===== config.mk =====
export PLATFORM = sky130hd
export DESIGN_NAME = fetch
export DESIGN_NICKNAME = d
export VERILOG_FILES = /design/src/source/fetch.sv
export VERILOG_INCLUDE_DIRS = /design/src /design/src/source
export SDC_FILE = /design/constraint.sdc
export NUM_CORES = 2
export LEC_CHECK = 0
export BUFFER_PORTS_ARGS = -buffer_cell sky130_fd_sc_hd__buf_2
export CAP_MARGIN = 40
export CORE_AREA = 8 8 642 644
export DETAILED_ROUTE_END_ITERATION = 6
export DIE_AREA = 0 0 650 652
export SYNTH_ARGS = -nofsm -noshare
export SYNTH_HDL_FRONTEND = slang
export SYNTH_SLANG_ARGS = --single-unit

===== constraint.sdc =====
create_clock -name clk -period 5.42 [get_ports clk]
set_clock_uncertainty 0.15 [all_clocks]
set_input_delay 0.542 -clock clk [delete_from_list [all_inputs] [get_ports clk]]
set_output_delay 0.542 -clock clk [all_outputs]
set_load 0.01 [all_outputs]

===== src/source/proc_params.svh =====
`ifndef PROC_PARAMS_SVH
`define PROC_PARAMS_SVH

// Data path and instruction word width
`define DATA_W 16

// Register file size and index width
`define REG_COUNT 8
`define REG_AW 3

// Word-addressed memories
`define IMEM_DEPTH 256
`define DMEM_DEPTH 256

// Memory addresses are the low bits of a data word
`define MEM_AW 8

`endif


===== src/source/fetch.sv =====
`timescale 1ns/1ns
`default_nettype none
`include "proc_params.svh"

module fetch (
    input  wire                  clk,
    input  wire                  rstN,
    input  wire                  progWe,
    input  wire  [`MEM_AW-1:0]   progAddr,
    input  wire  [`DATA_W-1:0]   progData,
    input  wire  [`DATA_W-1:0]   nextPc,
    input  wire                  stop,
    input  wire                  errIn,
    output logic [`DATA_W-1:0]   instr,
    output logic [`DATA_W-1:0]   pc,
    output logic [`DATA_W-1:0]   pcPlusOne,
    output logic                 halted,
    output logic                 err
);

    logic [`DATA_W-1:0] imem [`IMEM_DEPTH];

    // Program load port, only live while the core is held in reset
    always_ff @(posedge clk) begin
        if (!rstN && progWe) begin
            imem[progAddr] <= progData;
        end
    end

    always_ff @(posedge clk) begin
        if (!rstN) begin
            pc     <= '0;
            halted <= 1'b0;
            err    <= 1'b0;
        end else if (!halted) begin
            // HALT or an illegal opcode retires and then freezes the PC
            if (stop) begin
                halted <= 1'b1;
                err    <= errIn;
            end else begin
                pc <= nextPc;
            end
        end
    end

    assign pcPlusOne = pc + `DATA_W'(1);
    assign instr     = imem[pc[`MEM_AW-1:0]];

    assert property (@(posedge clk) disable iff (!rstN) halted |=> $stable(pc));

endmodule

`default_nettype wire


Word level (Yosys, flattened, before mapping)
Memory sizes are Yosys's and may differ from the RTL's. A register that Yosys moved wholly into a read port is not among the register bits.
Index checks and enable logic that the tools add are counted.
W data, S select, Z words.

cells by class
  add/subtract/negate cells = 1
  muxes and demuxes = 6
  bitwise gates (word level) = 2
  reduce and logical (&&, ||, !) cells = 4

operators by type and width
  kind                     count
  $add A16 B1 Y16 const B  1
  $mux W8                  2
  $mux W1                  4
  $reduce_and A2 Y1        2
  $not A1 Y1               2
  $logic_and A1 B1 Y1      1
  $logic_not A1 Y1         1

word-level totals
  flip-flop bits (word level) = 18
  RAM bits = 4096
  output and inout bits = 50
  memories = 1

memory list
  memory  words  width  read ports  clocked after Yosys merged registers in  wr ports  line         source
  imem    256    16     1           1                                        1         fetch.sv:21  logic [`DATA_W-1:0] imem [`IMEM_DEPTH];

Longest topological paths before layout
  depth in word-level cells = 4
  depth in mapped cells = 12
  mapped depth without buffers = 6

Least setup slack after synthesis
Ideal clock, no wire load.

  path kind = register to output
  start = register (tool-made name)
  end = output port instr[3]
  arrival time = 2.426 ns
  slack = 2.302 ns
  stages on the path, launching flop included = 13
  path buffers = 6
  cell sequence = dfxtp_1 buf_6 buf_12 buf_12 buf_12 buf_12 buf_12 mux2i_1 o221ai_1 nand2_1 a2111oi_2 nand3_1 nor4_1

RTL lines
  what       line         source
  to (decl)  fetch.sv:14  output logic [`DATA_W-1:0] instr,

==> summary.md <==
| Metric | Value |
|---|---|
| Status | completed |
| Synth cell types | 65 |
| Die Height | 652 um |
| Total gr overflow | 0 |
| Post-synthesis compound-gate area fraction | 2.882% |
| Crit Path Max Fanout | 13 |
| Worst hold path type | input pin to flip-flop |
| Final Critical Period | 5.393 ns |
| Inst Count DP | 12904 |
| Switching share of power | 21.69% |
| Req. time, crit path | 4.73 ns |
| Simple-gate share of the synthesized area | 2.338% |
| Core area | 401400 um^2 |
| Initial antenna violation count | 35 |
| Netlist Area Pre-Place | 160100 um^2 |
| Yosys warns | 0 |
| Max-Cap Viols | 0 |
| Routed WL | 443.8 mm |
| Vias per Instance | 5.894 |
| Share of cells above drive strength 1 | 28.70% |
| Total Die Area | 423800 um^2 |
| Clock power share | 42.3% |
| CTS tree | built |
| Post-synthesis adder-cell area fraction | 0.007815% |
| Syn-to-layout area delta | 15.68% |
| GP Congestion | 0.8475 |
| Clk_lat worst skew | 0.95 ns |
| Reg clk slew, reported paths | 0.06 ns |
| Register area share after synthesis | 77.15% |
| Layout fillers | 32952 |
| Pint | 52.73 mW |
| Fin crit share | 99.51% |
| Io pins | 95 |
| Count leader, synth | edfxtp_1 |
| Commonest cells post-synth | 4096 x edfxtp_1, 921 x mux4_2, 417 x mux2i_1, 309 x nor2_1, 201 x clkbuf_1 |
| Worst Path Arrival | 4.70 ns |
| Hold Path Depth | 1 |
| Combinational share of power | 5.5% |
| Combinational family with the most area after synthesis | multiplexers |
| Hpwl dp | 268.4 mm |
| R2r worst-path depth | 6 |
| CTS root buf | clkbuf_16 |
| Total number of vias | 81254 |
| Actual slew at the worst max-slew pin | 1.339 ns |
| Syn_nets | 7428 |
| CP endpoint kind | output port |
| Wirelength per Cell | 32.19 um |
| Post-synth top area share | 76.83% |
| Main area contributors after synthesis | edfxtp_1 77%, mux4_2 13%, mux2i_1 2.6% |
| First-pass DRT Iterations | 5 |
| Xor and xnor area share after synthesis | 0.07659% |
| Sequential fraction of design power | 52.2% |
| Total Routing Usage GR | 20.29% |
| VDD IR max | 0.2839 mV |
| P_leak | 56.83 nW |
| Primary FF master, synth | edfxtp_1 |
| Initial drt markers | 10695 |
| Max frequency | 0.1854 GHz |
| Async set or reset register ratio after synthesis | 0% |
| Starting Density | 39.88% |
| PD cells | 363.6 nW/um^2 |
| CTS Buf Count | 414 |
| Register bit total from synthesis | 4122 |
| Drt drc | 0 |
| Switching power total | 14.60 mW |
| Maximum number of pins on one net before global-route repair | 200 |
| Htree depth | 5 |
| Nets | 8164 |
| Port-buffer cells | 94 |
| Mapped Avg Cell Area | 21.69 um^2 |
| Final non-filler cell total | 13785 |
| Mux cell area share after synthesis | 15.74% |
| Gate Count Post-Synth | 7382 |
| Hold Vio Cnt, Final | 0 |
| Vias in the first global route | 80118 |
| Clock sink total | 4122 |
| Final ANT Viol Nets | 0 |
| Startpoint types | flip-flop |
| Max Slew Vio Count | 0 |
| Final core occ | 46.13% |
| WS Path Type | flip-flop to output port |
| Final setup fails | 0 |
| Die Span X | 650 um |
| First-pass GRT wire length | 622.3 mm |
| Cell Rows | 233 |
| Max Root-Sink Buffers | 4 |
| Post-synth EDFFs | 4096 |
| Area leader, netlist | edfxtp_1 |
| Relative slew slack | 10.72% |
==> routing by layer <==
metal	track usage (%)	vias to the layer above	wire, um
met5	0	-	33
met4	5.827	4	14390
met3	4.069	674	42970
met2	32.36	4252	209600
met1	28.49	43577	176700
li1	-	32747	-
==> final timing paths <==
kind	startpoint	endpoint	slack, ns
setup reg to reg	halted$_SDFF_PN0_	pc[12]$_SDFFE_PN0P_	2.81
hold reg to reg	pc[11]$_SDFFE_PN0P_	pc[11]$_SDFFE_PN0P_	0.45
hold / removal	progData[14]	imem[191][14]$_DFFE_PP_	0.04
setup / recovery	flip-flop	instr[6]	0.03
==> stage by stage <==
step | hold WS [ns] | area, um^2 | TNS (ns) | setup WS (ns) | power (mW)
global route | 0.04009 | 185200 | -0.01014 | -0.003328 | 68.99
detailed placement | 0.3465 | 170300 | 0 | 0.2636 | 39.39
finish | 0.04154 | 185200 | 0 | 0.02674 | 67.34
floorplan | 0.3607 | 160100 | 0 | 2.302 | 37.65
global placement | 0.3326 | 169400 | -2.937 | -0.8695 | 39.31
CTS | 0.001660 | 185000 | -0.04260 | -0.04014 | 67.76
==> logic make-up after synthesis <==
group	after synthesis
mux	1363
flops	4122
compound gates	626
xor+xnor	14
fa+ha+maj	1
buf+inv	454
simple gates	802
==> layout make-up <==
class                   instances  area [um^2]  area share (%)
flip-flops and latches       4122       123500           66.71
multi-input cells            2809        34260           18.50
clock buffers                 492        10720           5.786
repair buffers                764         7211           3.893
well taps                    5287         6615           3.572
clock inverters               275         2743           1.481
diodes                         29        72.57         0.03918
inverters                       7        41.29         0.02229
==> power groups by stage <==
stage               Sequential (mW)  Clock (mW)  Combinational, mW
floorplan                      35.8           0               1.86
global placement               35.8           0               3.50
detailed placement             35.8           0               3.59
CTS                            35.1        28.9               3.73
global route                   35.1        30.0               3.87
finish                         35.1        28.5               3.70
==> state kept, by name, indices dropped and copies added, names as in the netlist, named ones only <==
signal,flops
err,1
halted,1
imem,4096
pc,16
==> placed cells by master (no fill, tap or decap), drive strengths merged, types with 19 or more instances in the layout <==
master / instances
edfxtp: 4096
mux4: 921
buf: 707
clkbuf: 492
mux2i: 417
nor2: 309
clkinv: 200
o221ai: 189
nand2: 183
a21oi: 134
nor3: 60
nand3: 58
o22ai: 57
dlygate4sd3: 51
bufinv: 45
a22o: 34
a22oi: 34
a211oi: 30
diode: 29
or2: 29
dfxtp: 26
a31oi: 25
mux2: 25
nand4: 23
and3: 23
inv: 23
nor4: 22
nand2b: 20
nor4b: 19
==> timing repair <==
item / in CTS / in global routing
cloned: 9 / 0
endpoints found under the hold margin: 457 / 0
pin swaps: 8 / 5
hold buffers: 51 / 0
endpoints found under the setup margin: 16 / 9
setup buffers: 17 / 7
resized for setup: 68 / 10
==> critical path, cell delays in order (launching register included) <==
cell and delay, ns:
dfxtp_4 0.47, or2_4 0.40, buf_4 0.24, buf_4 0.21, o221ai_1 0.48, a21oi_1 0.19, nor4b_1 0.39, nand4_1 0.52
nor4b_1 0.48, buf_4 0.21, buf_2 0.14
Note: power is estimated with default switching activity, not from simulation.
