===== src/source/proc_params.svh =====
`ifndef PROC_PARAMS_SVH
`define PROC_PARAMS_SVH

// Data path and instruction word width
`define DATA_W 16

// Register file size and index width
`define REG_COUNT 8
`define REG_AW 3

// Word-addressed memories
`define IMEM_DEPTH 256
`define DMEM_DEPTH 256

// Memory addresses are the low bits of a data word
`define MEM_AW 8

`endif


===== src/source/proc_pkg.sv =====
`default_nettype none

package proc_pkg;

    // Primary opcode in instruction bits 15:11
    typedef enum logic [4:0] {
        opHalt  = 5'b00000,
        opNop   = 5'b00001,
        opJ     = 5'b00100,
        opAddi  = 5'b01000,
        opSubi  = 5'b01001,
        opXori  = 5'b01010,
        opAndni = 5'b01011,
        opBeqz  = 5'b01100,
        opBnez  = 5'b01101,
        opBltz  = 5'b01110,
        opSt    = 5'b10000,
        opLd    = 5'b10001,
        opLbi   = 5'b11000,
        opAlu   = 5'b11011
    } opcodeT;

    // Operand A is rs, operand B is rt or the immediate
    // Low two bits line up with the R-format funct field
    typedef enum logic [2:0] {
        aluAdd   = 3'd0,
        aluSub   = 3'd1,  // B minus A
        aluXor   = 3'd2,
        aluAndn  = 3'd3,  // A and not B
        aluPassB = 3'd4
    } aluOpT;

    typedef enum logic [1:0] {
        brEqz  = 2'd0,
        brNez  = 2'd1,
        brLtz  = 2'd2,
        brNone = 2'd3
    } branchCondT;

endpackage

`default_nettype wire


===== src/source/execute.sv =====
`timescale 1ns/1ns
`default_nettype none
`include "proc_params.svh"

module execute (
    input  wire  [`DATA_W-1:0]   read1Data,
    input  wire  [`DATA_W-1:0]   read2Data,
    input  wire  [`DATA_W-1:0]   extImm,
    input  wire                  aluSrc,
    input  wire proc_pkg::aluOpT aluOp,
    input  wire                  jump,
    input  wire  [`DATA_W-1:0]   instr,
    input  wire  [`DATA_W-1:0]   pcPlusOne,
    output logic [`DATA_W-1:0]   aluRes,
    output logic [`DATA_W-1:0]   target
);

    logic [`DATA_W-1:0] opB;
    logic [`DATA_W-1:0] disp;

    // Operand B is rt or the extended immediate
    assign opB = aluSrc ? extImm : read2Data;

    always_comb begin
        case (aluOp)
            proc_pkg::aluAdd: begin
                aluRes = read1Data + opB;
            end
            proc_pkg::aluSub: begin
                aluRes = opB - read1Data;
            end
            proc_pkg::aluXor: begin
                aluRes = read1Data ^ opB;
            end
            proc_pkg::aluAndn: begin
                aluRes = read1Data & ~opB;
            end
            proc_pkg::aluPassB: begin
                aluRes = opB;
            end
            default: begin
                aluRes = opB;
            end
        endcase
    end

    // Branches carry imm8, J carries disp11
    always_comb begin
        if (jump) begin
            disp = {{(`DATA_W-11){instr[10]}}, instr[10:0]};
        end else begin
            disp = {{(`DATA_W-8){instr[7]}}, instr[7:0]};
        end
    end

    // Relative to the instruction after this one
    assign target = pcPlusOne + disp;

endmodule

`default_nettype wire


===== config.mk =====
export PLATFORM = sky130hd
export DESIGN_NAME = execute
export DESIGN_NICKNAME = d
export VERILOG_FILES = /design/src/source/proc_pkg.sv /design/src/source/execute.sv
export VERILOG_INCLUDE_DIRS = /design/src /design/src/source
export SDC_FILE = /design/constraint.sdc
export NUM_CORES = 1
export LEC_CHECK = 0
export ABC_CLOCK_PERIOD_IN_PS = 4250
export BUFFER_PORTS_ARGS = -buffer_cell sky130_fd_sc_hd__clkbuf_2
export CELL_PAD_IN_SITES_DETAIL_PLACEMENT = 1
export CELL_PAD_IN_SITES_GLOBAL_PLACEMENT = 1
export CORE_MARGIN = 2
export CORE_UTILIZATION = 30
export DETAILED_ROUTE_END_ITERATION = 8
export PLACE_DENSITY = 0.72
export SYNTH_ARGS = -nofsm -noshare
export SYNTH_HDL_FRONTEND = slang
export SYNTH_SLANG_ARGS = --single-unit

===== constraint.sdc =====
create_clock -name vclk -period 4.25
set_input_delay 0.2125 -clock vclk [all_inputs]
set_output_delay 0.2125 -clock vclk [all_outputs]
set_load 0.02 [all_outputs]

Word-level counts from Yosys, hierarchy flattened --
Index checks and enable logic that the tools add are counted.
Operators by class: add/sub/neg operators 3, $mul 0, div/mod/pow operators 0, $lt $le $gt $ge 0, eq/ne operators 3, shifts and indexed selects 0, muxes and demuxes 3, bitwise gates (word level) 3, reduce and logical (&&, ||, !) cells 1
Operator list (count):
- 16-bit one-hot mux with 4 select lines | 1
- 16-bit adder | 2
- 16-bit 2-to-1 mux | 2
- 16-bit AND | 1
- 16-bit NOT | 1
- 16-bit subtractor | 1
- 16-bit XOR | 1
- 3-bit by 2-bit equality test with 1-bit output, second input constant | 2
- 3-bit by 1-bit equality test with 1-bit output, second input constant | 1
- 3-bit zero test | 1
Storage, ports and cells: register bits after elaboration 0, latch bits 0, RAM bits 0, ROM bits 0, input port bits 85, output and inout port bits 32, logic and storage cells 13, memories 0

Longest topological paths before layout --
depth in word-level cells 4, mapped depth 15, gate-level depth less buffers 14

Worst setup path before layout --
OpenSTA, ideal clock, no wires.
path type input port to output port, start point input aluSrc, end point output aluRes[13], data arrival time 3.031 ns, required time 4.038 ns, slack 1.006 ns, stages 11, buffers on the path 2, path through clkbuf_1 > buf_2 > mux2i_1 > inv_1 > ha_1 > a21oi_1 > o22ai_1 > nor2_1 > a21oi_1 > o2111a_1 > nor3_1
On the way: cells in the longest elaborated chain, start to end 4, elaborated cells between the ends (all ways) 7
RTL lines:
- start, declared | line execute.sv:9 | input wire aluSrc,
- 16-bit 2-to-1 mux * | line execute.sv:22 | assign opB = aluSrc ? extImm : read2Data;
- branches (longest 2 deep; another with 16-bit subtractor)
- 16-bit one-hot mux with 4 select lines * | line execute.sv:25 | case (aluOp)
- end, declared | line execute.sv:14 | output logic [`DATA_W-1:0] aluRes,
Every way passes the cells marked *.

Worst setup path after layout --
start point input read1Data[5], end point output aluRes[15]
On the way: cells in the longest elaborated chain, start to end 2, elaborated cells between the ends (all ways) 3
RTL lines:
- start, declared | line execute.sv:6 | input wire [`DATA_W-1:0] read1Data,
- 16-bit subtractor / 16-bit adder (equally long branches) | line execute.sv:30, execute.sv:27
- 16-bit one-hot mux with 4 select lines * | line execute.sv:25
Mark *: on every way between the ends. The rest lies on a longest branch, timed or not.

==> metrics.txt <==
top-count cell post-synth=ha_1; syn_area_per_cell=6.86 um2; fin cells=611; CLK BUF=0; grt total ovfl=0; First-pass DRT Iterations=4; Worst Hold Class=in -> out; Antenna diodes=0; CP Class=in -> out; layout cells sized above 1=25.6%; initial core utilization=31.1%; critical path data required time=4.04 ns; top-area cell type share of the netlist area=21.6%; slew margin rel.=60.9%; post_cts resized=0; die height=99.3 um; Warnings, synthesis=0; Setup TNS=0 ns; Worst Min Path Start=pcPlusOne[0]; Rows=34; number of global-route vias before repair=3335; final hold violation count=0; via/cell ratio=5.37; global-route wire length before repair=15000 um; Die W=99.3 um; worst-path maximum fanout=7; fin crit period=3.73 ns; WL per Instance=14.8 um; total wire length=9050 um; CTS Hold Bufs=0; top cells by count, synth=ha_1, a21oi_1, nand2_1; max-cap check violation count=0; setup repair bufs after CTS=0; Leakage=1.77 nW; Netlist Area Pre-Place=2720 um2; Max Slew Vio Count=0; RSZ-0062 raised after global routing=false; post-synthesis net count=531; fin crit share=87.7%; DRC Markers=0; Power Density=184 nW/um2; Core Box Area=8760 um2; Synth area leaders=ha_1, a21oi_1, mux2i_1; biggest area consumer among synthesized cells=ha_1; Post-DRT Antenna Nets=0; worst slew pin tran=0.581 ns; status=finished clean; P&R area growth vs syn=25.5%; Startpoint Class=input port; CP arrival=3.52 ns; placed cell count=611; cell count after synthesis=397; largest net degree at the start of global routing=29; maximum vdd drop=65.5 uV; initial antenna violation count=0; Detailed Place HPWL=7740 um; Vias=3283; Ports=117; Final GP Congestion=0.830; fin nets=639; Setup crit end kind=primary output; Critical Path Start=read1Data[5]; DR iter-0 viols=96; die area=9850 um2; Tot Pwr=0.629 mW; gr usage total=17.8%; Synth cell types=51; sequential cell count=0; register area=0 um2; final setup fails=0; PortBufs=112; Max Freq=268 MHz; sequential area share after synthesis=0%
==> cell usage in the layout, fill, tap and decap left out, types with 3 or more instances in the layout <==
master,n
a211oi_1,6
a21boi_0,4
a21o_1,4
a21oi_1,38
a221oi_1,3
a22oi_1,3
a31oi_1,6
and2_1,4
buf_4,6
clkbuf_2,112
ha_1,47
inv_1,35
mux2_2,6
mux2i_1,19
nand2_1,36
nand2b_1,3
nand3_1,12
nor2_1,34
nor2b_1,7
nor3_1,7
nor4_1,4
o2111ai_1,3
o211ai_1,4
o21a_1,5
o21ai_0,27
o221ai_1,3
o31ai_1,3
or3_4,3
xnor2_1,21
xor2_1,11
==> per-layer routing <==
metal	GRT usage (%)	vias to the layer above	wire (um)
met3	1.26	8	517
met5	0	-	0
met2	33.2	101	4330
met1	22.9	1506	4110
met4	2.11	0	92
li1	-	1668	-
==> through the flow <==
| step | utilization, % | area, um2 | hold WS, ns | setup slack [ns] |
|---|---|---|---|---|
| 2_1_floorplan | - | 2720 | 0.625 | 1.01 |
| 3_3_place_gp | 39.0 | 3420 | 0.766 | 0.566 |
| 3_5_place_dp | 39.0 | 3420 | 0.769 | 0.548 |
| 4_1_cts | 39.0 | 3420 | 0.771 | 0.521 |
| 5_1_grt | 39.0 | 3420 | 0.779 | 0.202 |
| 6_report | 39.0 | 3420 | 0.766 | 0.521 |
==> final cells by class <==
| type | count | area [um2] |
|---|---|---|
| fillers | 1172 | 5350 |
| well taps | 108 | 135 |
| multi-input cells | 350 | 2540 |
| inverters | 35 | 131 |
| repair buffers | 118 | 606 |
==> power breakdown <==
| part | total (mW) | switching [mW] | internal (mW) |
|---|---|---|---|
| clock network | 0 | 0 | 0 |
| registers | 0 | 0 | 0 |
| logic | 0.629 | 0.373 | 0.256 |
==> worst paths after layout <==
| check | depth (start not counted) | to |
|---|---|---|
| setup / recovery | 13 | aluRes[15] |
| hold / removal | 3 | target[0] |
==> cells by family (layout without fill, tap and decap cells) <==
kind of cell	count (synthesis)	count (layout)	synth area share [%]
AOI/OAI and AO/OA	123	123	29.2
and+or+nand+nor	121	121	21.5
adders and majority gates	49	49	23.1
buffers and inverters	47	153	6.53
xor gates and xnor gates	32	32	10.3
muxes	25	25	9.47
==> worst max-delay path, stage by stage <==
cell	delay [ns]
clkbuf_2	0.11
or3_4	0.39
or2_2	0.31
o31ai_1	0.26
xor2_1	0.19
ha_1	0.31
a21oi_1	0.44
o21ai_0	0.27
a311oi_1	0.34
o21ai_1	0.14
xnor2_1	0.15
o221ai_1	0.18
clkbuf_2	0.21
No activity file was read; power rests on OpenSTA's default activity.
