File: src/source/proc_params.svh
`ifndef PROC_PARAMS_SVH
`define PROC_PARAMS_SVH

// Data path and instruction word width
`define DATA_W 16

// Register file size and index width
`define REG_COUNT 8
`define REG_AW 3

// Word-addressed memories
`define IMEM_DEPTH 256
`define DMEM_DEPTH 256

// Memory addresses are the low bits of a data word
`define MEM_AW 8

`endif

File: src/source/proc_pkg.sv
`default_nettype none

package proc_pkg;

    // Primary opcode in instruction bits 15:11
    typedef enum logic [4:0] {
        opHalt  = 5'b00000,
        opNop   = 5'b00001,
        opJ     = 5'b00100,
        opAddi  = 5'b01000,
        opSubi  = 5'b01001,
        opXori  = 5'b01010,
        opAndni = 5'b01011,
        opBeqz  = 5'b01100,
        opBnez  = 5'b01101,
        opBltz  = 5'b01110,
        opSt    = 5'b10000,
        opLd    = 5'b10001,
        opLbi   = 5'b11000,
        opAlu   = 5'b11011
    } opcodeT;

    // Operand A is rs, operand B is rt or the immediate
    // Low two bits line up with the R-format funct field
    typedef enum logic [2:0] {
        aluAdd   = 3'd0,
        aluSub   = 3'd1,  // B minus A
        aluXor   = 3'd2,
        aluAndn  = 3'd3,  // A and not B
        aluPassB = 3'd4
    } aluOpT;

    typedef enum logic [1:0] {
        brEqz  = 2'd0,
        brNez  = 2'd1,
        brLtz  = 2'd2,
        brNone = 2'd3
    } branchCondT;

endpackage

`default_nettype wire

File: src/source/memory.sv
`timescale 1ns/1ns
`default_nettype none
`include "proc_params.svh"

module memory (
    input  wire                       clk,
    input  wire                       memWrite,
    input  wire                       memRead,
    input  wire                       memToReg,
    input  wire  [`DATA_W-1:0]        aluRes,
    input  wire  [`DATA_W-1:0]        storeData,
    input  wire  [`DATA_W-1:0]        read1Data,
    input  wire proc_pkg::branchCondT branchCond,
    input  wire                       jump,
    input  wire  [`DATA_W-1:0]        target,
    input  wire  [`DATA_W-1:0]        pcPlusOne,
    output logic [`DATA_W-1:0]        writeData,
    output logic [`DATA_W-1:0]        nextPc
);

    logic [`DATA_W-1:0] dmem [`DMEM_DEPTH] = '{default: '0};
    logic [`MEM_AW-1:0] addr;
    logic [`DATA_W-1:0] loadData;
    logic               taken;

    assign addr = aluRes[`MEM_AW-1:0];

    always_ff @(posedge clk) begin
        if (memWrite) begin
            dmem[addr] <= storeData;
        end
    end

    // Asynchronous read, valid in the same cycle as the address
    assign loadData = memRead ? dmem[addr] : '0;

    // Branch condition tests rs against zero
    always_comb begin
        case (branchCond)
            proc_pkg::brEqz: taken = (read1Data == '0);
            proc_pkg::brNez: taken = (read1Data != '0);
            proc_pkg::brLtz: taken = read1Data[`DATA_W-1];
            default:         taken = 1'b0;
        endcase
    end

    assign nextPc    = (taken || jump) ? target : pcPlusOne;
    assign writeData = memToReg ? loadData : aluRes;

    assert property (@(posedge clk) memWrite |-> !$isunknown(addr));

endmodule

`default_nettype wire

File: config.mk
export PLATFORM = sky130hd
export DESIGN_NAME = memory
export DESIGN_NICKNAME = d
export VERILOG_FILES = /design/src/source/proc_pkg.sv /design/src/source/memory.sv
export VERILOG_INCLUDE_DIRS = /design/src /design/src/source
export SDC_FILE = /design/constraint.sdc
export NUM_CORES = 2
export LEC_CHECK = 0
export BUFFER_PORTS_ARGS = -buffer_cell sky130_fd_sc_hd__buf_4
export CAP_MARGIN = 10
export CORE_ASPECT_RATIO = 0.5
export CORE_MARGIN = 1.5
export CORE_UTILIZATION = 45
export CTS_CLUSTER_DIAMETER = 40
export DETAILED_ROUTE_END_ITERATION = 12
export RECOVER_POWER = 25
export SLEW_MARGIN = 40
export SYNTH_ARGS = -nofsm -noshare
export SYNTH_HDL_FRONTEND = slang
export SYNTH_SLANG_ARGS = --single-unit
File: constraint.sdc
create_clock -name clk -period 9.1 [get_ports clk]
set_input_delay 1.82 -clock clk [delete_from_list [all_inputs] [get_ports clk]]
set_output_delay 1.82 -clock clk [all_outputs]
set_load 0.05 [all_outputs]
Yosys cells after proc, flatten, opt, wreduce, memory -nomap -nowiden
Memories as Yosys holds them, arrays and structs flattened.
Index checks and enable logic that the tools add are counted.
{ "word_totals": {"regBits": 0, "mem_bits_rw": 4096, "output_inout_bits": 32, "mem_count": 1} }
{ "op_classes": {"n_eq_ne": 2, "n_mux": 6, "reduce_logical": 4} }
{ "mem_list": {"columns": ["name", "words", "word_bits", "rd", "rd_ports_with_merged_regs", "wr", "line", "rtl"], "rows": [
  ["dmem", 256, 16, 1, 0, 1, "memory.sv:21", "logic [`DATA_W-1:0] dmem [`DMEM_DEPTH] = '{default: '0};"]
]} }
{ "ops": {"columns": ["op", "n"], "rows": [
  ["two-way mux 16 bit", 3],
  ["zero test 16 bit", 1],
  ["nonzero test 16 bit", 1],
  ["case mux 1 bit (3 select lines)", 1],
  ["equality test 2 x 1 -> 1 bit, second input constant", 1],
  ["equality test 2 bit, second input constant", 1],
  ["zero test 2 bit", 1],
  ["two-way mux 1 bit", 2],
  ["logical OR 1 bit", 1]
]} }

Logic depth before layout (Yosys ltp)
{ "logic_depth": {"depth_word": 4, "depth_mapped": 13, "depth_no_buf": 7} }

Least setup slack after synthesis
No wires, ideal clock.
{ "synth_timing": {"path_type": "input to output", "from": "in aluRes[3]", "to": "out writeData[14]", "t_arrival_ns": 4.588, "required_ns": 7.280, "setup_slack_ns": 2.692, "cell_stages": 10, "n_path_buf": 3, "cell_sequence": "buf_4 -> or4b_1 -> buf_2 -> buf_2 -> o22a_1 -> o21ai_0 -> nor4_1 -> a311oi_1 -> nor4b_1 -> a211oi_1"} }
{ "synth_between": {"elab_chain_len": 3} }
{ "synth_rtl": {"columns": ["item", "line", "rtl"], "rows": [
  ["start, declared", "memory.sv:10", "input wire [`DATA_W-1:0] aluRes,"],
  ["memory (256 x 16 bit)", null, null],
  ["two-way mux 16 bit", "memory.sv:35", "assign loadData = memRead ? dmem[addr] : '0;"],
  ["two-way mux 16 bit", "memory.sv:48", "assign writeData = memToReg ? loadData : aluRes;"],
  ["end, declared", "memory.sv:17", "output logic [`DATA_W-1:0] writeData,"]
]} }
No other way between the ends.

Worst setup path in the final report
{ "layout_timing": {"from": "in storeData[13]", "to": "mem dmem[208][13] in the netlist's numbering (data pin)"} }
{ "layout_rtl": {"columns": ["item", "line", "rtl"], "rows": [
  ["start, declared", "memory.sv:11", "input wire [`DATA_W-1:0] storeData,"],
  ["end, declared", "memory.sv:21", null]
]} }
Straight into the memory's write port.

==> results.ini <==
[layout]
nFillCells=27047
area_growth_pct=14.1
layout.cells.non_filler=13038
top_regs=dmem x4096
final_cell_mix=4096 x edfxtp_1, 764 x mux2i_1, 705 x mux4_2, 505 x buf_4, 416 x clkbuf_16
nets=8141
largest_reg_flops=4096
regMostFlops=dmem
fin_area_sq_um=180000
final_common_cell=edfxtp_1
drive_gt1_share_pct=24.9

[synthesis]
seq_area_frac_synth_pct=77.8
syn_area_sq_um=158000
synth.avg_cell_area_sq_um=21.0
syn-num-nets=7599
synthFlopType=edfxtp_1
synthArstFlopShare_pct=0
syn_inst=7512
ys_warn_count=0
synth_edf_count=4096
yosysUniqueCellTypes=59
yosys_register_bits=4096

[power]
p_leak_uw=0.0579
power.switching_uw=8760
p_per_area_nw_per_um2=221
clkPwrFrac_pct=42.5
swShare_pct=22.0
power.internal_uw=31000
comb_power_share_pct=5.1
p_total_uw=39800
pwr-share-seq_pct=52.4
peakVddDrop_mv=0.176

[placement]
dp_cells=12283
dp_hpwl_mm=263
finalWeightedCongestion=0.851
place_area_sq_um=167000
io_buffers=118

[detailed_routing]
routed_wl_mm=437
ant_nets=0
first_iter_violations=11584
dr.pass1.iters=6
drt-wirelength-per-cell_microns=33.5
routed_via_density=6.16
drc=0
num_vias=80293

[sta]
setup_tns_ps=0
final_hold_viol_count=0
holdWs_ps=1550
rsz0062_at_grt=no
fmax_mhz=120
drv_slew=2349
finalSetupViolCount=0
timing.slew.headroom_pct=-321
tightest_slew_ps=6310
period_share_pct=91.5
period_needed_ps=8330

[clock_tree]
cts_buffers=407
root_buffer=clkbuf_16
ctsHoldBuffers=0
cts.repair.resized=0
cts_tree=built
htree_levels=5
cts_setup_buffers=0
cts.reportedPaths.clkPinSlew_ps=60
cts.path.max_buffers=4
clkSinkCount=4096

[worst_setup_path]
path_delay_family=buffers and inverters
crit_type=input port to flop
crit_path_cell_trace=clkbuf_1, clkdlybuf4s25_1
start_kind=input port
cp.required_ps=8910
critPathMaxStageDelay_ps=4700
cp_max_fo=140
critPathBufInv=2
worstPathArrival_ps=8140
crit_path_end_kind=flop
worst_path_max_delay_cell=clkdlybuf4s25_1

[floorplanning]
initial_utilization_pct=45.4
chipWidth_microns=841
pin_count=119
core_sq_um=349000
row_count=153
die-area_sq_um=355000
die_h_microns=422

[worst_hold_path]
min_path_cells=3
hold_path.class=input port to flop
min_to=dmem[190][8]
min_from=memWrite

[job]
maxCapViolations=31

[status]
status=complete, but fails checks
violations=capacitance limit, slew limit

[global_route]
grt_pass1_vias=77503
grt_first_pass_wirelength_mm=611
antenna_found_initial=21
track_usage_pct=24.2
grt-ovfl-total=0
grt_start_max_net_pins=167

[power groups by stage]
stage          Combinational [uW]  Sequential [uW]  Clock (uW)
2_1_floorplan                1020            21200           0
3_3_place_gp                 2010            21200           0
3_5_place_dp                 2040            21200           0
4_1_cts                      2050            20800       17100
5_1_grt                      2120            20800       17800
6_report                     2040            20800       16900
[cells in the mapped netlist (20+ instances only)]
master       n  area (sq um)
or4_1       30           225
a221oi_1    78           683
buf_6       52           586
o22ai_1    223          1400
a31oi_1     46           288
nand4_1     33           206
nor4_1      26           163
buf_1       21          78.8
clkbuf_1   165           619
buf_4       82           616
nand2_1    156           586
o21ai_0     55           275
buf_2      134           671
nor3_1      55           275
a211oi_1    20           150
nor2_1     245           920
mux2i_1    765          7660
a22oi_1    168          1260
mux4_2     705         15900
edfxtp_1  4096        123000
mux2_2      49           552
nand3_1     92           460
a21oi_1     64           320
nand2b_1    21           131
[stage by stage]
stage               setup WS (ps)  utilization (%)
floorplan                    2690                -
global placement              426             47.8
detailed placement            868             47.9
CTS                           872             51.8
global route                  414             51.7
finish                        769             51.7
[logic make-up after synthesis]
logic type      after synthesis  synth area share [%]
flops                      4096                  77.8
mux                        1519                  15.2
compound gates              738                  3.26
simple gates                699                  2.07
buf+inv                     460                  1.65
[worst max-delay path by stage]
stage,start,slack [ps],depth (start not counted),to
floorplan,aluRes[3],2690,10,writeData[14]
global placement,aluRes[0],430,11,writeData[2]
detailed placement,aluRes[0],870,11,writeData[2]
CTS,aluRes[0],870,11,writeData[2]
global route,storeData[13],410,2,dmem[208][13]
finish,storeData[13],770,2,dmem[208][13]
[layer usage]
metal / track usage (%) / share of wire, %
met4: 6.47 / 3.0
met5: 0 / 0.028
met3: 5.49 / 10
met1: 36.6 / 42
met2: 35.8 / 45
[final cells by class]
cell class / count / area [sq um] / area share, %
flip-flops and latches: 4096 / 123000 / 68.2
multi-input cells: 2956 / 33300 / 18.4
clock buffers: 468 / 10600 / 5.88
well taps: 4650 / 5820 / 3.23
repair buffers: 589 / 4910 / 2.72
clock inverters: 268 / 2720 / 1.51
inverters: 4 / 21.3 / 0.0118
diodes: 7 / 17.5 / 0.00971
No activity file was read; power rests on OpenSTA's default activity.
