<file path="src/source/proc_params.svh">
`ifndef PROC_PARAMS_SVH
`define PROC_PARAMS_SVH

// Data path and instruction word width
`define DATA_W 16

// Register file size and index width
`define REG_COUNT 8
`define REG_AW 3

// Word-addressed memories
`define IMEM_DEPTH 256
`define DMEM_DEPTH 256

// Memory addresses are the low bits of a data word
`define MEM_AW 8

`endif

</file>
<file path="src/source/proc_pkg.sv">
`default_nettype none

package proc_pkg;

    // Primary opcode in instruction bits 15:11
    typedef enum logic [4:0] {
        opHalt  = 5'b00000,
        opNop   = 5'b00001,
        opJ     = 5'b00100,
        opAddi  = 5'b01000,
        opSubi  = 5'b01001,
        opXori  = 5'b01010,
        opAndni = 5'b01011,
        opBeqz  = 5'b01100,
        opBnez  = 5'b01101,
        opBltz  = 5'b01110,
        opSt    = 5'b10000,
        opLd    = 5'b10001,
        opLbi   = 5'b11000,
        opAlu   = 5'b11011
    } opcodeT;

    // Operand A is rs, operand B is rt or the immediate
    // Low two bits line up with the R-format funct field
    typedef enum logic [2:0] {
        aluAdd   = 3'd0,
        aluSub   = 3'd1,  // B minus A
        aluXor   = 3'd2,
        aluAndn  = 3'd3,  // A and not B
        aluPassB = 3'd4
    } aluOpT;

    typedef enum logic [1:0] {
        brEqz  = 2'd0,
        brNez  = 2'd1,
        brLtz  = 2'd2,
        brNone = 2'd3
    } branchCondT;

endpackage

`default_nettype wire

</file>
<file path="src/source/control.sv">
`timescale 1ns/1ns
`default_nettype none
`include "proc_params.svh"

module control (
    input  wire  [`DATA_W-1:0]   instr,
    output logic                 regWrite,
    output logic                 regDst,
    output logic                 aluSrc,
    output logic                 zeroExt,
    output logic                 memWrite,
    output logic                 memRead,
    output logic                 memToReg,
    output proc_pkg::branchCondT branchCond,
    output logic                 jump,
    output proc_pkg::aluOpT      aluOp,
    output logic                 halt,
    output logic                 illegal
);

    proc_pkg::opcodeT opcode;

    assign opcode = proc_pkg::opcodeT'(instr[15:11]);

    always_comb begin
        // Everything off unless the opcode asks for it
        regWrite   = 1'b0;
        regDst     = 1'b0;
        aluSrc     = 1'b0;
        zeroExt    = 1'b0;
        memWrite   = 1'b0;
        memRead    = 1'b0;
        memToReg   = 1'b0;
        branchCond = proc_pkg::brNone;
        jump       = 1'b0;
        aluOp      = proc_pkg::aluAdd;
        halt       = 1'b0;
        illegal    = 1'b0;
        case (opcode)
            proc_pkg::opHalt: halt = 1'b1;
            proc_pkg::opNop: begin
                // No state changes
            end
            proc_pkg::opAddi, proc_pkg::opSubi, proc_pkg::opXori, proc_pkg::opAndni: begin
                regWrite = 1'b1;
                aluSrc   = 1'b1;
                // Immediate ops share the funct encoding in opcode bits 1:0
                aluOp    = proc_pkg::aluOpT'({1'b0, instr[12:11]});
                zeroExt  = instr[12];
            end
            proc_pkg::opSt: begin
                aluSrc   = 1'b1;
                memWrite = 1'b1;
            end
            proc_pkg::opLd: begin
                regWrite = 1'b1;
                aluSrc   = 1'b1;
                memRead  = 1'b1;
                memToReg = 1'b1;
            end
            proc_pkg::opAlu: begin
                regWrite = 1'b1;
                regDst   = 1'b1;
                aluOp    = proc_pkg::aluOpT'({1'b0, instr[1:0]});
            end
            proc_pkg::opBeqz: branchCond = proc_pkg::brEqz;
            proc_pkg::opBnez: branchCond = proc_pkg::brNez;
            proc_pkg::opBltz: branchCond = proc_pkg::brLtz;
            proc_pkg::opLbi: begin
                regWrite = 1'b1;
                aluSrc   = 1'b1;
                aluOp    = proc_pkg::aluPassB;
            end
            proc_pkg::opJ: jump = 1'b1;
            default: illegal = 1'b1;
        endcase
    end

endmodule

`default_nettype wire

</file>
<file path="config.mk">
export PLATFORM = sky130hd
export DESIGN_NAME = control
export DESIGN_NICKNAME = d
export VERILOG_FILES = /design/src/source/proc_pkg.sv /design/src/source/control.sv
export VERILOG_INCLUDE_DIRS = /design/src /design/src/source
export SDC_FILE = /design/constraint.sdc
export NUM_CORES = 1
export LEC_CHECK = 0
export ABC_AREA = 1
export CAP_MARGIN = 20
export CORE_AREA = 8 8 45 47
export DETAILED_ROUTE_END_ITERATION = 8
export DIE_AREA = 0 0 53 55
export DONT_BUFFER_PORTS = 1
export PLACE_DENSITY = 0.3
export SLEW_MARGIN = 20
export SYNTH_ARGS = -nofsm -noshare
export SYNTH_HDL_FRONTEND = slang
export SYNTH_SLANG_ARGS = --single-unit
</file>
<file path="constraint.sdc">
create_clock -name vclk -period 0.8
set_input_delay 0.08 -clock vclk [all_inputs]
set_output_delay 0.08 -clock vclk [all_outputs]
set_load 0.01 [all_outputs]
</file>
Yosys cells after proc, flatten, opt, wreduce, memory -nomap -nowiden
Cells that the tools add are included.
Cells by class
  reductions and logical operators: 5
  mux-type cells: 11
  eq/ne operators: 13
Operators by type and width (number)
  == test 5 x 4 -> 1 bit, second input constant: 7
  == test 5 bit, second input constant: 4
  OR reduction 14 bit: 1
  OR reduction 7 bit: 2
  2-to-1 mux 1 bit: 9
  case mux 3 bit (3 select lines): 1
  case mux 2 bit (3 select lines): 1
  == test 5 x 1 -> 1 bit, second input constant: 1
  == test 5 x 3 -> 1 bit, second input constant: 1
  logical NOT 5 bit: 1
  OR reduction 4 bit: 1
Storage, ports and cells
  bits in registers: 0
  word-level logic and storage cells: 29

Logic depth before layout (Yosys ltp)
Gate-level depths: netlist (run 1).
  word-level depth: 3
  gate-level depth with buffers: 7
  mapped depth without buffers: 7

Worst setup path before layout (run 1)
No wires, ideal clock.
  path type: input-to-output
  from: in instr[13]
  to: out aluOp[0]
  path buffers: 0
  slack: 0.121 ns
  arrival time: 0.599 ns
  stages: 7
  required time: 0.720 ns
  cell sequence: inv_1 > nand2_2 > nor2_4 > nand2_2 > inv_2 > nand2_1 > o21ai_1
Between the ends
  longest elaborated chain between the ends: 3
  elaborated cells on any way between the ends: 8
RTL lines
  from (decl): RTL line control.sv:6  | input wire [`DATA_W-1:0] instr,
  == test 5 x 4 -> 1 bit: RTL line control.sv:39  | case (opcode)
  OR reduction 4 bit: RTL line control.sv:39
  case mux 3 bit (3 select lines) (*): RTL line control.sv:39
  to (decl): RTL line control.sv:16  | output proc_pkg::aluOpT aluOp,
Mark *: on every way between the ends. The rest lies on a longest branch, timed or not.

Final worst setup path (run 1)
  from: in instr[13]
  to: out zeroExt
Between the ends
  longest elaborated chain between the ends: 3
  elaborated cells on any way between the ends: 6
RTL lines
  == test 5 x 4 -> 1 bit: RTL line control.sv:39
  OR reduction 4 bit (*): RTL line control.sv:39
  2-to-1 mux 1 bit (*): RTL line control.sv:39
  to (decl): RTL line control.sv:10  | output logic zeroExt,
Marks and branches as above.

==> summary.txt, run 1 <==
Run
  – Max-cap violations: 0

Synth
  – Post-Syn Instances: between 40 and 50
  – Sequential cell area fraction in the yosys report: 0
  – Dominant cells by area after synthesis: nand2_1 18%, inv_1 14%, nor2_1 14%
  – Mapped Area: 211 sq um
  – Mapped Nets: 62
  – Post-synth top area cell: nand2_1
  – Syn Area/Cell: roughly 4.6 sq um
  – Post-synthesis cell type count: 14
  – Ys Warns: 0
  – Top cell type's share of synthesized area: 0.178

Worst hold path
  – Tightest Hold Check Type: in2out

Cells and area
  – Fillers: 170
  – Final core occ: 0.189
  – Most frequent cells in the layout: 10 x nand2_1, 8 x inv_1, 7 x nor2_1
  – Antenna fix cells: 0
  – FF+latch count: 0
  – Commonest non-fill, non-tap cell in the layout: nand2_1
  – Clock buf count: 0
  – Layout area overhead: 23.7%
  – FF/Latch Area: 0 sq um
  – Fin nets: 66
  – Non-filler instance count after layout: 64
  – Layout cell share with drive strength beyond 1: 0.292

STA
  – Maximum clock frequency: ~1.4 GHz
  – RSZ-0062 raised after global routing: no
  – Least-Margin Pin Slew: 0.229 ns
  – Fin crit share: 0.920
  – Final hold viol count: 0
  – Final setup violation count: 0
  – Worst slew margin: 0.847
  – Period minus WS final: 0.736 ns
  – Max-slew violations: 0

Worst setup path
  – Top delay family on crit path: simple AND/OR/NAND/NOR gates
  – Slowest stage delay, CP: 0.22 ns
  – Crit start category: input pin
  – Top cell by count, worst path: inv_1
  – Crit path kind: in2out
  – Slowest cell on the critical path: nor2_1
  – Critical Path AT: approximately 0.66 ns
  – CP max FO: 3
  – Crit path buf inv count: 2
  – Worst path cell trace: inv_1 > nand2_2 > inv_1 > nand2_1 > nor2_1
  – Setup crit end kind: primary output
  – Worst EP required: 0.72 ns

Detailed routing
  – Wire length per cell: 12.9 um
  – Drt initial violations: 1
  – First drt pass iteration count: 2
  – Remaining DRCs: 0
  – Vias post-DR: 276
  – Final ANT Viol Nets: 0
  – Vias per cell: between 4 and 5
  – WL final: roughly 830 um

CTS
  – Post-CTS Setup Inserts: 0
  – Cts hold-fix bufs: 0
  – CTS-repair resized insts: 0

Power
  – Pwr dens: 396 mW/mm^2
  – Maximum vdd drop: 0.0574 mV
  – Lkg Pwr: 0.144 nW

Place
  – Gpl congestion: 0.710
  – Port Buffers: 0
  – HPWL after DPL: between 700 and 800 um
  – Cells after DPL: 64

Floorplan
  – Die Wd: about 53 um
  – Core Area: 0.00138 sq mm
  – # IOs: 31
  – Initial Util: 0.153
  – Die height: 55 um
  – Site Rows: 14
  – Die area: 0.00292 sq mm

Global route
  – Vias in the first global route: 261
  – Initial antenna violation count: 0
  – GRT Overall Usage: 0.0501
  – Aggregate global routing overflow: 0
  – Largest net degree at the start of global routing: 7
  – First-pass GRT wire length: 1.18 mm

Outcome
  – Status: complete, no violations
where the power goes:
| part | internal, W | switching [W] |
|---|---|---|
| sequential | 0 | 0 |
| combinational | 0.0000301 | 0.0000735 |
| clock | 0 | 0 |
cells in the mapped netlist:
cell type and instances:
nand3_1 3, nand2_2 3, nand4_1 1, buf_4 1, nor3_1 2, nand2_1 10, o21ai_0 2, nor2_4 1
a21oi_1 1, nor2_2 2, o21ai_1 2, inv_1 8, inv_2 2, nor2_1 8
routing by layer:
metal | vias up | share of wire | track usage
met5 | - | 0 | 0
met4 | 0 | 0 | 0
met2 | 11 | 0.49 | 0.0898
met3 | 0 | 0.18 | 0.0321
li1 | 145 | - | -
met1 | 120 | 0.34 | 0.0513
per-stage QoR:
step	area [sq um]	hold WS (ns)	setup TNS, ns	setup slack [ns]	total power [W]
5_1_grt	262	0.224	0	0.00419	0.000117
3_5_place_dp	246	0.216	0	0.00874	0.0000996
3_3_place_gp	246	0.216	-0.00126	-0.00126	0.000100
2_1_floorplan	211	0.208	0	0.121	0.0000804
4_1_cts	246	0.216	0	0.00765	0.000100
6_report	262	0.213	0	0.0644	0.000104
kinds of logic (layout without fill, tap and decap cells):
| kind of cell | after synthesis | count (layout) | synth area share |
|---|---|---|---|
| and+or+nand+nor | 30 | 30 | 0.669 |
| buffers and inverters | 11 | 13 | 0.213 |
| AOI/OAI and AO/OA | 5 | 5 | 0.118 |
worst paths after layout:
| kind | startpoint | to | slack, ns | cells after the start |
|---|---|---|---|---|
| setup / recovery | instr[13] | zeroExt | 0.06 | 5 |
| hold / removal | instr[15] | halt | 0.21 | 1 |
area by class of cell:
| type | instances | area (sq um) | area share |
|---|---|---|---|
| repair buffers | 3 | 22.5 | 0.0861 |
| well taps | 16 | 20.0 | 0.0766 |
| inverters | 10 | 37.5 | 0.144 |
| multi-input cells | 35 | 181 | 0.694 |
No activity file was read; power rests on OpenSTA's default activity.
==> run 2, diff against run 1 <==
- GPL_TIMING_DRIVEN: default -> 0
==> run 2 against run 1 <==
Effect of this change: global-route usage up 0.22 points; final area down 4.8%; largest power group unchanged; flip-flop and latch count unchanged; worst setup slack about the same; maximum frequency about the same; die area unchanged; combinational power about the same; wire length down 3.6%; sequential share of layout area unchanged; highest routed layer unchanged.
==> summary.txt, run 2 (synthesis results as in run 1) <==
Outcome
  – Status: complete, no violations (unchanged)

STA
  – Worst slew margin: 0.733 (was 0.847)
  – Period minus WS final: 0.735 ns (was 0.736 ns)
  – Maximum clock frequency: 1.36 GHz (about the same)
  – Final setup violation count: 0 (unchanged)
  – Hold WS: 0.212 ns (was 0.213 ns)
  – RSZ-0062 raised after global routing: no (unchanged)
  – Least-Margin Pin Slew: 0.397 ns (was 0.229 ns)
  – Fin crit share: 0.919 (was 0.920)
  – Final hold viol count: 0 (unchanged)
  – Max-slew violations: 0 (unchanged)

Power
  – Seq pwr share: 0 (about the same)
  – Maximum vdd drop: 0.0563 mV (was 0.0574 mV)
  – Internal power: 0.0000287 W (was 0.0000301 W)
  – Combinational share of power: 1.000 (about the same)
  – Clk network pwr share: 0 (about the same)
  – Net switching power figure: 0.0000731 W (was 0.0000735 W)
  – Switching share of total power: 0.718 (was 0.710)
  – Lkg Pwr: 0.131 nW (was 0.144 nW)
  – Pwr dens: 409 mW/mm^2 (was 396 mW/mm^2)

Global route
  – Most used routing layer: met2 (unchanged)
  – Met2 GRT Util: 0.0977 (was 0.0898)
  – Initial antenna violation count: 0 (unchanged)
  – Largest net degree at the start of global routing: 7 (unchanged)
  – GR Util met1: 0.0528 (was 0.0513)
  – Aggregate global routing overflow: 0 (unchanged)
  – Met3 GRT Util: 0.0294 (was 0.0321)
  – First-pass GRT wire length: 1.21 mm (was 1.18 mm)
  – Vias in the first global route: 262 (was 261)
  – GRT Overall Usage: 0.0523 (was 0.0501)

Cells and area
  – Fin nets: 64 (was 66)
  – FF+latch count: 0 (unchanged)
  – Most frequent cells in the layout: 10 x nand2_1, 7 x inv_1, 6 x nor2_1 (was 10 x nand2_1, 8 x inv_1, 7 x nor2_1)
  – Design Area, Final: 249 sq um (was 262 sq um)
  – Layout cell share with drive strength beyond 1: 0.304 (was 0.292)
  – Antenna fix cells: 0 (unchanged)
  – FF/Latch Area: 0 sq um (unchanged)
  – Commonest non-fill, non-tap cell in the layout: nand2_1 (unchanged)
  – Clock buf count: 0 (unchanged)
  – Layout area overhead: 17.8% (was 23.7%)

Floorplan
  – Die area: 0.00292 sq mm (unchanged)
  – Initial Util: 0.153 (unchanged)
  – Site Rows: 14 (unchanged)
  – Core Area: 0.00138 sq mm (unchanged)
  – # IOs: 31 (unchanged)
  – Die height: 55 um (unchanged)
  – Die Wd: 53 um (unchanged)

Detailed routing
  – Final ANT Viol Nets: 0 (unchanged)
  – First drt pass iteration count: 2 (unchanged)
  – Vias per cell: 4.24 (was 4.31)
  – WL final: 798 um (was 828 um)
  – Vias post-DR: 263 (was 276)
  – Wire length per cell: 12.9 um (about the same)
  – Drt initial violations: 4 (was 1)
  – Remaining DRCs: 0 (unchanged)

Worst hold path
  – Hold Crit Depth: 1 (unchanged)
  – Tightest Hold Check Type: in2out (unchanged)

CTS
  – Post-CTS Setup Inserts: 0 (unchanged)

Worst setup path
  – CP max FO: 3 (unchanged)
  – Worst setup path startpoint: instr[13] (unchanged)
  – Critical Path AT: 0.66 ns (about the same)
  – CP endpoint: zeroExt (unchanged)
  – Worst EP required: 0.72 ns (about the same)
  – Setup crit end kind: primary output (unchanged)
  – Crit start category: input pin (unchanged)
  – Crit path kind: in2out (unchanged)

Place
  – Placed inst area: 231 sq um (was 246 sq um)
  – Port Buffers: 0 (unchanged)
  – HPWL after DPL: 725 um (was 706 um)
  – Gpl congestion: 0.621 (was 0.710)

Run
  – Max-cap violations: 0 (unchanged)
## run 2: cell count changes in the layout (fill, tap and decap cells not counted)
cell	change
buf_4	-2
inv_1	-1
inv_2	+1
nor2_1	-1
nor2_2	+1
## run 2: worst min path at each step
stage / from / end
5_1_grt: instr[15] / halt
6_report: instr[15] / halt
4_1_cts: instr[15] / halt
3_5_place_dp: instr[15] / halt
3_3_place_gp: instr[15] / halt
2_1_floorplan: instr[15] / halt
## run 2: what timing repair did
| item | 4_1_cts | 5_1_grt |
|---|---|---|
| endpoints found under the setup margin | 2 | 6 |
| hold buffers | 0 | 0 |
| resized for setup | 0 | 6 |
## run 2: power by group through the flow
stage | Sequential (W) | Clock (W) | Combinational (W)
floorplan | 0 | 0 | 0.0000804
global placement | 0 | 0 | 0.0000989
detailed placement | 0 | 0 | 0.0000977
CTS | 0 | 0 | 0.0000982
global route | 0 | 0 | 0.000117
finish | 0 | 0 | 0.000102
## run 2: worst max-delay path, stage by stage
cell and delay, ns:
inv_1 0.07, nand2_2 0.08, inv_1 0.09, nand2_1 0.12, nor2_1 0.22
## run 2: stage by stage
| step | setup TNS [ns] | setup slack (ns) | utilization | cells | power [W] |
|---|---|---|---|---|---|
| final | 0 | 0.0649 | 0.180 | 62 | 0.000102 |
| after global routing | 0 | 0.00164 | 0.180 | 62 | 0.000117 |
| after global placement | -0.0261 | -0.0100 | 0.167 | 62 | 0.0000989 |
| after floorplan | 0 | 0.121 | - | 46 | 0.0000804 |
| after CTS | -0.00629 | -0.00435 | 0.167 | 62 | 0.0000982 |
| after detailed placement | -0.00137 | -0.00137 | 0.167 | 62 | 0.0000977 |
## run 2: cell type report
cell class	count	area, sq um
buffer	1	7.51
fill	173	1130
inverter	10	37.5
multi-input combinational	35	184
tap	16	20.0
## run 2: metal layers
layer / vias to the layer above / share of wire / wire length [um]
met4: 0 / 0 / 0
li1: 141 / - / -
met2: 12 / 0.50 / 396
met3: 0 / 0.17 / 136
met5: - / 0 / 0
met1: 110 / 0.33 / 265
==> run 3, diff against run 2 <==
- CELL_PAD_IN_SITES_DETAIL_PLACEMENT: default -> 0
- CELL_PAD_IN_SITES_GLOBAL_PLACEMENT: default -> 2
- PLACE_DENSITY: 0.3 -> 0.55
- clock period: 0.8 -> 0.9 ns (I/O delays scaled with it)
==> run 3 against run 2 <==
Effect of this change: die area stayed put; wire length shrank 1.3%; combinational power down 16%; via count up 1.9%; critical path depth unchanged; non-clock buffer count unchanged; final area shrank 7.0%; utilization is 1.3 points lower.
==> summary.txt, run 3 (synthesis results as in run 1) <==
Floorplan
  – Site Rows: 14 (unchanged)
  – Die area: 0.00292 sq mm (unchanged)
  – Core Area: 0.00138 sq mm (unchanged)
  – Die Wd: 53 um (unchanged)
  – Initial Util: 0.153 (unchanged)
  – # IOs: 31 (unchanged)
  – Die height: 55 um (unchanged)

Worst setup path
  – Crit path kind: in2out (unchanged)
  – Critical Path AT: 0.72 ns (was 0.66 ns)
  – Setup crit end kind: primary output (unchanged)
  – Worst EP required: 0.81 ns (was 0.72 ns)
  – CP max FO: 6 (was 3)
  – Worst setup path startpoint: instr[12] (was instr[13])
  – Crit start category: input pin (unchanged)
  – CP endpoint: illegal (was zeroExt)

Detailed routing
  – WL final: 788 um (was 798 um)
  – Drt initial violations: 4 (unchanged)
  – Vias per cell: 4.32 (was 4.24)
  – Final ANT Viol Nets: 0 (unchanged)
  – Remaining DRCs: 0 (unchanged)
  – First drt pass iteration count: 4 (was 2)
  – Wire length per cell: 12.7 um (was 12.9 um)
  – Vias post-DR: 268 (was 263)

Place
  – HPWL after DPL: 717 um (was 725 um)
  – Gpl congestion: 0.685 (was 0.621)
  – Port Buffers: 0 (unchanged)
  – Placement Setup Slack: 0.0812 ns (was -0.00137 ns)
  – Cells after DPL: 62 (unchanged)

Power
  – Lkg Pwr: 0.129 nW (was 0.131 nW)
  – Final Power: 0.0000856 W (was 0.000102 W)
  – Pwr dens: 370 mW/mm^2 (was 409 mW/mm^2)
  – Maximum vdd drop: 0.0862 mV (was 0.0563 mV)

Cells and area
  – FF/Latch Area: 0 sq um (unchanged)
  – Most frequent cells in the layout: 10 x nand2_1, 8 x inv_1, 8 x nor2_1, 3 x nand2_2, 3 x nand3_1 (was 10 x nand2_1, 7 x inv_1, 6 x nor2_1)
  – Non-filler instance count after layout: 62 (unchanged)
  – FF+latch count: 0 (unchanged)
  – Commonest non-fill, non-tap cell in the layout: nand2_1 (unchanged)
  – Fillers: 172 (was 173)
  – Final core occ: 0.167 (was 0.180)
  – Fin nets: 64 (unchanged)
  – Layout cell share with drive strength beyond 1: 0.196 (was 0.304)
  – Layout area overhead: 9.47% (was 17.8%)
  – Antenna fix cells: 0 (unchanged)
  – Clock buf count: 0 (unchanged)

Global route
  – Aggregate global routing overflow: 0 (unchanged)
  – GRT Overall Usage: 0.0501 (was 0.0523)
  – Vias in the first global route: 240 (was 262)
  – Largest net degree at the start of global routing: 7 (unchanged)
  – Initial antenna violation count: 0 (unchanged)
  – First-pass GRT wire length: 1.17 mm (was 1.21 mm)

STA
  – Maximum clock frequency: 1.23 GHz
  – PnR worst setup slack: 0.0896 ns (was 0.0649 ns)
  – Fin crit share: 0.900
  – Period minus WS final: 0.810 ns
  – RSZ-0062 raised after global routing: no (unchanged)
  – Setup TNS: 0 ns (unchanged)
  – Worst slew margin: 0.744 (was 0.733)
  – Max-slew violations: 0 (unchanged)
  – Final hold viol count: 0 (unchanged)
  – Final setup violation count: 0 (unchanged)
  – Least-Margin Pin Slew: 0.381 ns (was 0.397 ns)

Worst hold path
  – Hold_sp: instr[15] (unchanged)
  – Tightest Hold Check Type: in2out (unchanged)

CTS
  – Cts hold-fix bufs: 0 (unchanged)
  – Post-CTS Setup Inserts: 0 (unchanged)
  – CTS-repair resized insts: 0 (unchanged)

Run
  – Max-cap violations: 0 (unchanged)

Outcome
  – Status: complete, no violations (unchanged)
-- run 3: cell types whose count changed in the layout (fill, tap and decap cells not counted) --
cell | previous run | this run
inv_2 | 3 | 2
inv_1 | 7 | 8
nor2_2 | 3 | 2
nor2_4 | 2 | 1
o21ai_2 | 2 | 0
nor2_1 | 6 | 8
o21ai_1 | 0 | 2
-- run 3: worst min path at each step --
stage | cells past startpoint | slack, ns | to
after detailed placement | 1 | 0.23 | halt
final | 1 | 0.23 | halt
after global placement | 1 | 0.23 | halt
after global routing | 1 | 0.24 | halt
after CTS | 1 | 0.23 | halt
after floorplan | 1 | 0.23 | halt
-- run 3: cell type report --
type,count,area [sq um],area share
multi-input combinational,35,166,0.719
inverter,10,37.5,0.162
tap,16,20.0,0.0865
buffer,1,7.51,0.0324
-- run 3: worst max-delay path, cell delays in order --
cell and delay (ns):
nor2_2 0.19, nor2_1 0.08, nand2_1 0.06, nand3_1 0.08
nor2_1 0.22
-- run 3: power by group --
part | switching (W) | leakage (nW) | internal [W]
registers | 0 | 0 | 0
logic | 0.0000633 | 0.129 | 0.0000223
clock network | 0 | 0 | 0
-- run 3: per-layer routing --
layer  global-route usage  part of all wire  vias to the layer above
li1                     -                 -                      140
met1               0.0724              0.44                      113
met2               0.0742              0.42                       15
met3               0.0160              0.14                        0
met4                    0                 0                        0
met5                    0                 0                        -
-- run 3: metrics by stage --
stage / area, sq um / hold WS [ns]
floorplan: 211 / 0.228
global placement: 231 / 0.235
detailed placement: 231 / 0.234
CTS: 231 / 0.234
global route: 231 / 0.236
finish: 231 / 0.233
